## src/hw/saturn_bus_pkg.sv

```systemverilog
// ==========================================================
// saturn nibble bus shared definitions
// command codes, widths, bus phase and request kinds
// ==========================================================

package saturn_bus_pkg;

  // width of one bus nibble
  localparam int nibble_w = 4;

  // full address width
  localparam int addr_w = 20;

  // nibbles sent after a LOAD_PC command
  localparam int addr_nibbles = 5;

  typedef logic [nibble_w-1:0] nibble_t;
  typedef logic [addr_w-1:0] addr_t;

  // one bus cycle is four phases, strobe lives in ph_1
  typedef enum logic [1:0] {
    ph_0 = 2'd0,
    ph_1 = 2'd1,
    ph_2 = 2'd2,
    ph_3 = 2'd3
  } phase_t;

  // command codes put on the data lines with cmd/data low
  typedef enum logic [3:0] {
    buscmd_pc_read = 4'h0,
    buscmd_load_pc = 4'h4,
    buscmd_nop     = 4'hf
  } buscmd_t;

  // request kinds from the core
  typedef enum logic {
    op_load_pc = 1'b0,
    op_read    = 1'b1
  } req_op_t;

endpackage

```

## src/hw/addr_serializer.sv

```systemverilog
// ==========================================================
// address serializer
// holds command code and address, picks the bus nibble
// ==========================================================

`timescale 1ns/1ns

module addr_serializer
  import saturn_bus_pkg::*;
(
  input  logic    i_clk,
  input  logic    cmd_RESET_0,
  input  logic    i_load,
  input  logic    i_advance,
  input  logic    i_send_addr,
  input  buscmd_t i_cmd,
  input  addr_t   i_addr,
  output nibble_t o_bus_data,
  output logic    o_addr_last
);

  localparam int idx_w = $clog2(addr_nibbles);

  buscmd_t          cmd_q;
  addr_t            addr_q;
  // which address nibble is on the bus, lsn first
  logic [idx_w-1:0] nib_idx;

  always_ff @(posedge i_clk) begin
    if (cmd_RESET_0) begin
      cmd_q   <= buscmd_nop;
      nib_idx <= '0;
    end else if (i_load) begin
      cmd_q   <= i_cmd;
      nib_idx <= '0;
    end else if (i_advance && !o_addr_last) begin
      nib_idx <= nib_idx + 1'b1;
    end
  end

  // address is payload only
  always_ff @(posedge i_clk) begin
    if (i_load) begin
      addr_q <= i_addr;
    end
  end

  assign o_addr_last = (nib_idx == idx_w'(addr_nibbles - 1));

  // command code unless inside the address run
  assign o_bus_data = i_send_addr ? addr_q[nibble_w*nib_idx +: nibble_w] : nibble_t'(cmd_q);

endmodule

```

## src/hw/bus_phase_timer.sv

```systemverilog
// ==========================================================
// bus phase timer
// free-running four-phase count pacing every bus cycle
// ==========================================================

`timescale 1ns/1ns

module bus_phase_timer
  import saturn_bus_pkg::*;
(
  input  logic   i_clk,
  input  logic   cmd_RESET_0,
  output phase_t o_phase
);

  // current phase, ph_0 in the first clock after reset
  phase_t phase_q;

  always_ff @(posedge i_clk) begin
    if (cmd_RESET_0) begin
      phase_q <= ph_0;
    end else begin
      // wraps from ph_3 back to ph_0
      phase_q <= phase_t'(phase_q + 2'd1);
    end
  end

  // all other blocks time their actions from this
  assign o_phase = phase_q;

endmodule

```

## src/hw/bus_sequencer.sv

```systemverilog
// ==========================================================
// bus sequencer
// picks each bus cycle, drives strobe, cmd/data, bus reset
// ==========================================================

`timescale 1ns/1ns

module bus_sequencer
  import saturn_bus_pkg::*;
(
  input  logic    i_clk,
  input  logic    cmd_RESET_0,
  input  phase_t  i_phase,
  input  logic    i_req_valid,
  input  req_op_t i_req_op,
  input  logic    i_addr_last,
  input  logic    i_rd_pending,
  output logic    o_req_ready,
  output logic    o_bus_reset,
  output logic    o_bus_strobe,
  output logic    o_bus_cmd_data,
  output logic    o_load,
  output logic    o_advance,
  output logic    o_send_addr,
  output logic    o_sample,
  output buscmd_t o_cmd
);

  typedef enum logic [2:0] {
    st_startup,
    st_idle,
    st_cmd,
    st_addr,
    st_rd_cmd,
    st_rd_data
  } state_t;

  state_t  state;
  // last command code that went out on the bus
  buscmd_t last_cmd;
  // set once a full round has passed with bus reset high
  logic    startup_armed;
  logic    strobe_q;
  logic    cmd_data_q;
  logic    bus_reset_q;
  logic    req_fire;
  // device already in pc read mode, no PC_READ command needed
  logic    pc_read_mode;

  // accept only at ph_0 from idle, never over a pending read
  assign o_req_ready  = (state == st_idle) && (i_phase == ph_0) && !i_rd_pending;
  assign req_fire     = o_req_ready && i_req_valid;
  assign pc_read_mode = (last_cmd == buscmd_load_pc) || (last_cmd == buscmd_pc_read);

  // command code handed to the serializer at acceptance
  assign o_cmd  = (i_req_op == op_load_pc) ? buscmd_load_pc : buscmd_pc_read;
  assign o_load = req_fire && ((i_req_op == op_load_pc) || !pc_read_mode);

  // next address nibble at each later ph_0 of the address run
  assign o_advance   = (state == st_addr) && (i_phase == ph_0);
  assign o_send_addr = (state == st_addr);

  // strobe only high in ph_1, so this is the data strobe clock
  assign o_sample = (state == st_rd_data) && strobe_q;

  assign o_bus_strobe   = strobe_q;
  assign o_bus_cmd_data = cmd_data_q;
  assign o_bus_reset    = bus_reset_q;

  always_ff @(posedge i_clk) begin
    if (cmd_RESET_0) begin
      state         <= st_startup;
      last_cmd      <= buscmd_nop;
      startup_armed <= 1'b0;
      strobe_q      <= 1'b0;
      cmd_data_q    <= 1'b1;
      bus_reset_q   <= 1'b1;
    end else begin
      // strobe drops at end of ph_1, cmd/data back to data level
      if (i_phase == ph_1) begin
        strobe_q   <= 1'b0;
        cmd_data_q <= 1'b1;
      end
      case (state)
        // one quiet round, then a single strobe with bus reset high
        st_startup: begin
          if ((i_phase == ph_0) && startup_armed) begin
            strobe_q <= 1'b1;
          end
          if (i_phase == ph_3) begin
            startup_armed <= 1'b1;
            if (startup_armed) begin
              bus_reset_q <= 1'b0;
              state       <= st_idle;
            end
          end
        end
        st_idle: begin
          if (req_fire) begin
            strobe_q <= 1'b1;
            if (i_req_op == op_load_pc) begin
              cmd_data_q <= 1'b0;
              last_cmd   <= buscmd_load_pc;
              state      <= st_cmd;
            end else if (pc_read_mode) begin
              // straight to the data cycle
              state <= st_rd_data;
            end else begin
              cmd_data_q <= 1'b0;
              last_cmd   <= buscmd_pc_read;
              state      <= st_rd_cmd;
            end
          end
        end
        // LOAD_PC command sent, first address nibble next
        st_cmd: begin
          if (i_phase == ph_0) begin
            strobe_q <= 1'b1;
            state    <= st_addr;
          end
        end
        st_addr: begin
          if (i_phase == ph_0) begin
            strobe_q <= 1'b1;
          end else if ((i_phase == ph_3) && i_addr_last) begin
            // device now in pc read mode on its own
            state <= st_idle;
          end
        end
        st_rd_cmd: begin
          if (i_phase == ph_0) begin
            strobe_q <= 1'b1;
            state    <= st_rd_data;
          end
        end
        st_rd_data: begin
          if (i_phase == ph_3) begin
            state <= st_idle;
          end
        end
        default: begin
          state <= st_idle;
        end
      endcase
    end
  end

endmodule

```

## src/hw/read_capture.sv

```systemverilog
// ==========================================================
// read capture
// samples the bus nibble, holds it on valid/ready
// ==========================================================

`timescale 1ns/1ns

module read_capture
  import saturn_bus_pkg::*;
(
  input  logic    i_clk,
  input  logic    cmd_RESET_0,
  input  logic    i_sample,
  input  logic    i_rd_ready,
  input  nibble_t i_bus_data,
  output logic    o_rd_valid,
  output nibble_t o_rd_nibble
);

  logic    valid_q;
  nibble_t nibble_q;

  always_ff @(posedge i_clk) begin
    if (cmd_RESET_0) begin
      valid_q <= 1'b0;
    end else if (i_sample) begin
      valid_q <= 1'b1;
    end else if (i_rd_ready) begin
      // core took it
      valid_q <= 1'b0;
    end
  end

  // nibble frozen until the next sample
  always_ff @(posedge i_clk) begin
    if (i_sample) begin
      nibble_q <= i_bus_data;
    end
  end

  assign o_rd_valid  = valid_q;
  assign o_rd_nibble = nibble_q;

endmodule

```

## src/hw/saturn_bus_ctrl.sv

```systemverilog
// ==========================================================
// saturn nibble bus controller
// turns core requests into four-phase bus cycles
// ==========================================================

`timescale 1ns/1ns

module saturn_bus_ctrl
  import saturn_bus_pkg::*;
(
  input  logic    i_clk,
  input  logic    cmd_RESET_0,
  input  logic    i_req_valid,
  input  req_op_t i_req_op,
  input  addr_t   i_req_addr,
  output logic    o_req_ready,
  output logic    o_rd_valid,
  output nibble_t o_rd_nibble,
  input  logic    i_rd_ready,
  output logic    o_bus_reset,
  output logic    o_bus_strobe,
  output logic    o_bus_cmd_data,
  output nibble_t o_bus_data,
  input  nibble_t i_bus_data
);

  phase_t  phase;
  buscmd_t cmd;
  logic    load;
  logic    advance;
  logic    send_addr;
  logic    addr_last;
  logic    sample;

  bus_phase_timer u_phase_timer (
    .i_clk       (i_clk),
    .cmd_RESET_0 (cmd_RESET_0),
    .o_phase     (phase)
  );

  // read valid fed back so no new cycle starts over a pending nibble
  bus_sequencer u_sequencer (
    .i_clk          (i_clk),
    .cmd_RESET_0    (cmd_RESET_0),
    .i_phase        (phase),
    .i_req_valid    (i_req_valid),
    .i_req_op       (i_req_op),
    .i_addr_last    (addr_last),
    .i_rd_pending   (o_rd_valid),
    .o_req_ready    (o_req_ready),
    .o_bus_reset    (o_bus_reset),
    .o_bus_strobe   (o_bus_strobe),
    .o_bus_cmd_data (o_bus_cmd_data),
    .o_load         (load),
    .o_advance      (advance),
    .o_send_addr    (send_addr),
    .o_sample       (sample),
    .o_cmd          (cmd)
  );

  addr_serializer u_addr_serializer (
    .i_clk       (i_clk),
    .cmd_RESET_0 (cmd_RESET_0),
    .i_load      (load),
    .i_advance   (advance),
    .i_send_addr (send_addr),
    .i_cmd       (cmd),
    .i_addr      (i_req_addr),
    .o_bus_data  (o_bus_data),
    .o_addr_last (addr_last)
  );

  read_capture u_read_capture (
    .i_clk       (i_clk),
    .cmd_RESET_0 (cmd_RESET_0),
    .i_sample    (sample),
    .i_rd_ready  (i_rd_ready),
    .i_bus_data  (i_bus_data),
    .o_rd_valid  (o_rd_valid),
    .o_rd_nibble (o_rd_nibble)
  );

endmodule

```

## config.mk

```make
export PLATFORM = sky130hd
export DESIGN_NAME = saturn_bus_ctrl
export DESIGN_NICKNAME = d
export VERILOG_FILES = /design/src/hw/saturn_bus_pkg.sv /design/src/hw/addr_serializer.sv /design/src/hw/bus_phase_timer.sv /design/src/hw/bus_sequencer.sv /design/src/hw/read_capture.sv /design/src/hw/saturn_bus_ctrl.sv
export SDC_FILE = /design/constraint.sdc
export NUM_CORES = 1
export LEC_CHECK = 0
export ABC_AREA = 0
export BUFFER_PORTS_ARGS = -buffer_cell sky130_fd_sc_hd__buf_2
export CAP_MARGIN = 20
export CORE_ASPECT_RATIO = 0.6
export CORE_MARGIN = 2
export CORE_UTILIZATION = 49
export CTS_BUF_LIST = sky130_fd_sc_hd__clkbuf_8
export DETAILED_ROUTE_END_ITERATION = 7
export PLACE_DENSITY = 0.77
export SLEW_MARGIN = 10
export SYNTH_ARGS = -nofsm -noshare
export SYNTH_HDL_FRONTEND = slang
export SYNTH_SLANG_ARGS = --single-unit
```

## constraint.sdc

```tcl
create_clock -name i_clk -period 1.58 [get_ports i_clk]
set_input_delay 0.316 -clock i_clk [delete_from_list [all_inputs] [get_ports i_clk]]
set_output_delay 0.316 -clock i_clk [all_outputs]
set_load 0.01 [all_outputs]
```

Yosys cells after proc, flatten, opt, wreduce, memory -nomap -nowiden
Cells that the tools add are included.

word-level totals
  flip-flop bits (word level) = 45
  output and inout bits = 13
  logic and storage cells = 85

operators by class
  add/subtract/negate cells = 2
  equal/unequal tests = 18
  shift operators = 1
  muxes and demuxes = 27
  bitwise gates (word level) = 1
  reductions and logical operators = 24

operator list
  operator                                                                number
  3-bit two-way mux                                                       10
  20-bit by 6-bit variable part select with 4-bit output                  1
  3-bit case mux with 6 select lines                                      1
  1-bit two-way mux                                                       12
  4-bit two-way mux                                                       3
  2-bit by 1-bit != test with 1-bit output (second input constant)        5
  3-bit equality test (second input constant)                             3
  1-bit logical AND                                                       9
  2-bit != test (second input constant)                                   4
  8-bit AND reduction                                                     1
  3-bit by 2-bit equality test with 1-bit output (second input constant)  2
  3-bit AND reduction                                                     2
  4-bit by 3-bit equality test with 1-bit output (second input constant)  1
  4-bit zero test                                                         1
  3-bit by 1-bit adder with 3-bit output (second input constant)          1
  3-bit by 1-bit equality test with 1-bit output (second input constant)  1
  1-bit zero test                                                         3
  3-bit zero test                                                         1
  1-bit case mux with 3 select lines                                      1
  3-bit OR reduction                                                      1
  2-bit by 1-bit adder with 2-bit output (second input constant)          1
  2-bit by 1-bit equality test with 1-bit output (second input constant)  1
  2-bit equality test (second input constant)                             1
  2-bit zero test                                                         1
  5 further kinds                                                         6

Depth between registers and ports, before layout
  depth after elaboration = 6
  gate-level depth with buffers = 7
  depth with buffers taken out = 6

Hierarchy
A second synthesis with hierarchy kept.

second synthesis, totals
  cells, all modules = 152
  area total of the unflattened synthesis = 1875.5 µm²

by module, submodules not included
  module           times used  cells each  area an instance (µm²)
  addr_serializer  1           71          1103.6
  bus_sequencer    1           68          556.8
  read_capture     1           8           158.9
  bus_phase_timer  1           5           56.3

Worst setup path before layout
OpenSTA, ideal clock, no wires.

  path kind = register -> register
  from = register u_phase_timer.phase_q[0] (netlist: u_phase_timer.o_phase[0])
  to = register u_addr_serializer.addr_q[0], enable pin
  setup time = 0.376 ns
  arrival time = 1.304 ns
  slack = -0.099 ns
  stages on the path, launching flop included = 6
  path buffers = 1
  clock period less this slack = 1.679 ns
  cell sequence = dfxtp_1 > inv_1 > ha_1 > clkbuf_8 > nand4_2 > a21oi_4

on the way
  longest elaborated chain between the ends = 5

RTL lines
  what                            RTL line               text
  start, declared                 bus_phase_timer.sv:17  phase_t phase_q;
  start signal, assigned          bus_phase_timer.sv:21  phase_q <= ph_0;
  start signal, assigned          bus_phase_timer.sv:24  phase_q <= phase_t'(phase_q + 2'd1);
  2-bit zero test                 bus_sequencer.sv:51    assign o_req_ready = (state == st_idle) && (i_phase == ph_0) && !i_rd_pending;
  1-bit logical AND (2 in a row)  bus_sequencer.sv:51
  1-bit logical AND               bus_sequencer.sv:52    assign req_fire = o_req_ready && i_req_valid;
  1-bit logical AND               bus_sequencer.sv:57    assign o_load = req_fire && ((i_req_op == op_load_pc) || !pc_read_mode);
  named net load                  saturn_bus_ctrl.sv:29  logic load;
  end signal, assigned            addr_serializer.sv:44  addr_q <= i_addr;
  end, declared                   addr_serializer.sv:25  addr_t addr_q;

The timed path passes the listed nets, and every way through them passes these cells.
A chain may end at the register's enable or synchronous reset.

Final worst setup path
  from = register u_addr_serializer.nib_idx[0]
  to = output port o_bus_data[1]

on the way
  longest elaborated chain between the ends = 2

RTL lines
  what                                                    RTL line               text
  start, declared                                         addr_serializer.sv:27  logic [idx_w-1:0] nib_idx;
  start signal, assigned                                  addr_serializer.sv:37  nib_idx <= nib_idx + 1'b1;
  20-bit by 6-bit variable part select with 4-bit output  addr_serializer.sv:51  assign o_bus_data = i_send_addr ? addr_q[nibble_w*nib_idx +: nibble_w] : nibble_t'(cmd_q);
  4-bit two-way mux                                       addr_serializer.sv:51
  end, declared                                           saturn_bus_ctrl.sv:23  output nibble_t o_bus_data,

No other way between the ends.

==> flow_summary.yaml <==
status:
  outcome: "finished with violations"
  violations: "setup timing"
worst_setup_path:
  crit_path_start: "u_addr_serializer.nib_idx[0]"
  crit_path_max_fanout: 4
  rr_worst_depth: 4
  required_ns: 1.26
  arrival_ns: 1.59
  r2r_end: "u_addr_serializer.addr_q[14]"
  rrSetupSlack_ns: 0.10
  path_class: "register to output port"
  end_kind: "output port"
  start_kind: "register"
  worstReg2RegStart: "u_sequencer.state[0]"
yosys:
  synth_nets: 167
  syn_area_mm2: 0.00171
  synth.avg_cell_area_um2: 12.8
  yosysWarnings: 0
  async_reset_ff_share_pct: 0
  ys_ff_latch: 40
  synth_cells: 133
  ys_seq_area_share_pct: 61.0
  yosys_most_used_dff: "edfxtp_1"
  ys_types: 37
  synth_edf_count: 24
floorplan:
  dieArea_mm2: 0.00398
  coreArea_mm2: 0.00328
  row_count: 16
  initial_core_util_pct: 51.9
  fp.dieW_um: 80.2
  num_io_pins: 42
  dieHeight_um: 49.7
sta:
  max_freq_mhz: 524
  min_period_ns: 1.91
  finalMaxSlewViolations: 0
  setup_viol: 4
  fin_skew_ns: 0.00430
  rsz0062_at_grt: "true"
  period_share_pct: 121
  setup_slack_ns: -0.328
  maxSlewHeadroom_pct: 74.0
  tightest_slew_ns: 0.385
  holdWs_ns: 0.196
  hold_viol: 0
pwr:
  ir_worst_vdd_mv: 0.562
  powerDensity_mw_per_mm2: 869
  p_leak_nw: 0.831
run:
  maxCapViolations: 0
cts:
  cts_max_level: 2
  numCtsBuffers: 5
  cts-root-buf: "clkbuf_8"
  cts_sinks: 40
  worst_skew_pair.late_latency_ns: 0.29
  postCtsSetupRepairBufs: 0
  clk_path_buf_depth: 2
  cts_tree: "yes"
  clkTransAtPathRegs_ns: 0.07
placement:
  gp_congestion: 0.831
  dp_worst_setup_slack_ns: -0.114
  io_buffers: 41
  dp.cells: 221
  dp_hpwl_mm: 2.52
global_route:
  antenna_found_initial: 0
  grt_max_degree: 18
  grtUsageTotal_pct: 18.3
  grt_first_pass_wirelength_mm: 5.29
  grt_pass1_vias: 1118
  gr-total-overflow: 0
route:
  wl_per_cell_um: 15.1
  viasPerCell: 5.27
  dr_total_vias: 1206
  firstDrtPassIters: 4
  drtIter0Drc: 143
  drtAntennaViolNets: 0
  drc_errors: 0
  wl_mm: 3.47
hold_path:
  min_from: "i_req_addr[5]"
  holdPathEnd: "u_addr_serializer.addr_q[5]"
  holdCritPathClass: "primary input to register"
  holdPathStages: 1
finish:
  fin_cells: 229
  syn_to_final_growth_pct: 24.7
  final_util_pct: 64.8
  n_antenna_cell: 0
  layout-drive-gt1-share_pct: 43.5
  nets: 217
cell usage in the layout, fill, tap and decap left out, drive strengths merged, types with 2 or more instances in the layout:
cell and count:
a21o 2, and4 2, nor3 5, buf 49, ha 5, clkinv 3
inv 7, and3 2, nor2b 5, xnor2 2, nand3 3, clkbuf 5
o21bai 2, edfxtp 24, dfxtp 16, a21oi 5, nor2 11, mux4 4
nand2 17, o21ai 3, nand4 2
cell type report:
class,instances,area (um2)
well taps,45,56.3
clock buffers,5,68.8
repair buffers,49,298
inverters,7,26.3
fillers,263,1160
flip-flops and latches,40,1050
clock inverters,3,13.8
multi-input cells,80,616
synthesized netlist by cell type, drive strengths merged, types with 2 or more instances:
cell / count / share of area (%)
nor2b: 5 / 2.3
nand2: 17 / 3.7
nor3: 5 / 1.5
mux4: 4 / 5.3
xnor2: 2 / 1.0
o21bai: 2 / 0.88
nor2: 11 / 2.4
a21oi: 5 / 2.1
ha: 5 / 3.7
o21ai: 3 / 0.88
and4: 2 / 1.1
and3: 2 / 0.88
nand4: 2 / 1.1
a21o: 2 / 0.88
dfxtp: 16 / 19
buf: 2 / 0.73
edfxtp: 24 / 42
inv: 7 / 1.5
clkbuf: 3 / 1.2
nand3: 3 / 0.88
kinds of logic (layout without fill, tap and decap cells):
logic type | count (synthesis) | in the layout | share of synthesized area, %
and+or+nand+nor | 52 | 52 | 16.4
adders and majority gates | 5 | 5 | 3.67
AOI/OAI and AO/OA | 16 | 16 | 6.53
DFF | 40 | 40 | 61.0
buffers and inverters | 13 | 64 | 5.43
muxes | 5 | 5 | 5.87
xor gates and xnor gates | 2 | 2 | 1.03
state kept, by name, summed over array words and instances (netlist names):
register	flops
u_addr_serializer.nib_idx	3
u_addr_serializer.cmd_q	2
u_read_capture.o_rd_valid	1
u_sequencer.startup_armed	1
u_read_capture.o_rd_nibble	4
u_sequencer.last_cmd	1
u_phase_timer.o_phase	2
u_addr_serializer.addr_q	20
u_sequencer.state	3
u_sequencer.o_bus_cmd_data	1
u_sequencer.o_bus_reset	1
u_sequencer.o_bus_strobe	1
worst max path at each step:
stage	endpoint	slack, ns	cells past startpoint
after global routing	o_bus_data[0]	-0.36	5
after floorplan	u_addr_serializer.addr_q[0]	-0.01	5
after global placement	o_bus_data[2]	-0.005	4
after detailed placement	o_bus_data[0]	-0.11	5
after CTS	o_bus_data[0]	-0.32	5
final	o_bus_data[1]	-0.33	5
where the power goes:
| part | internal (mW) | leakage, nW | switching (mW) |
|---|---|---|---|
| Clock | 0.299 | 0.0453 | 0.340 |
| Sequential | 1.11 | 0.347 | 0.00828 |
| Combinational | 0.0466 | 0.438 | 0.0437 |
timing repair:
| item | in CTS | in global routing |
|---|---|---|
| pin swaps | 4 | 2 |
| gates cloned | 0 | 0 |
| hold buffers | 0 | 0 |
| endpoints found under the setup margin | 4 | 5 |
| endpoints found under the hold margin | 0 | 0 |
| resized for setup | 4 | 8 |
critical path, cell delays in order (launching register included):
cell and delay [ns]:
dfxtp_4 0.38, buf_6 0.11, mux4_2 0.48, nand2_1 0.08, nand3_1 0.09, buf_2 0.17
layer usage:
layer	global-route usage [%]	routed length, um	vias to the layer above
met4	8.76	50	0
met5	0	0	-
met1	24.9	1530	566
li1	-	-	573
met2	25.8	1590	62
met3	7.14	292	5
stage by stage:
step | instance area (um2) | power (mW) | setup TNS, ns
after global routing | 2130 | 1.91 | -1.43
final | 2130 | 1.85 | -1.21
after CTS | 2090 | 1.86 | -1.19
after floorplan | 1730 | 1.20 | -0.195
after global placement | 2000 | 1.23 | -0.00700
after detailed placement | 2000 | 1.23 | -0.312
(Power assumes the default switching activity.)
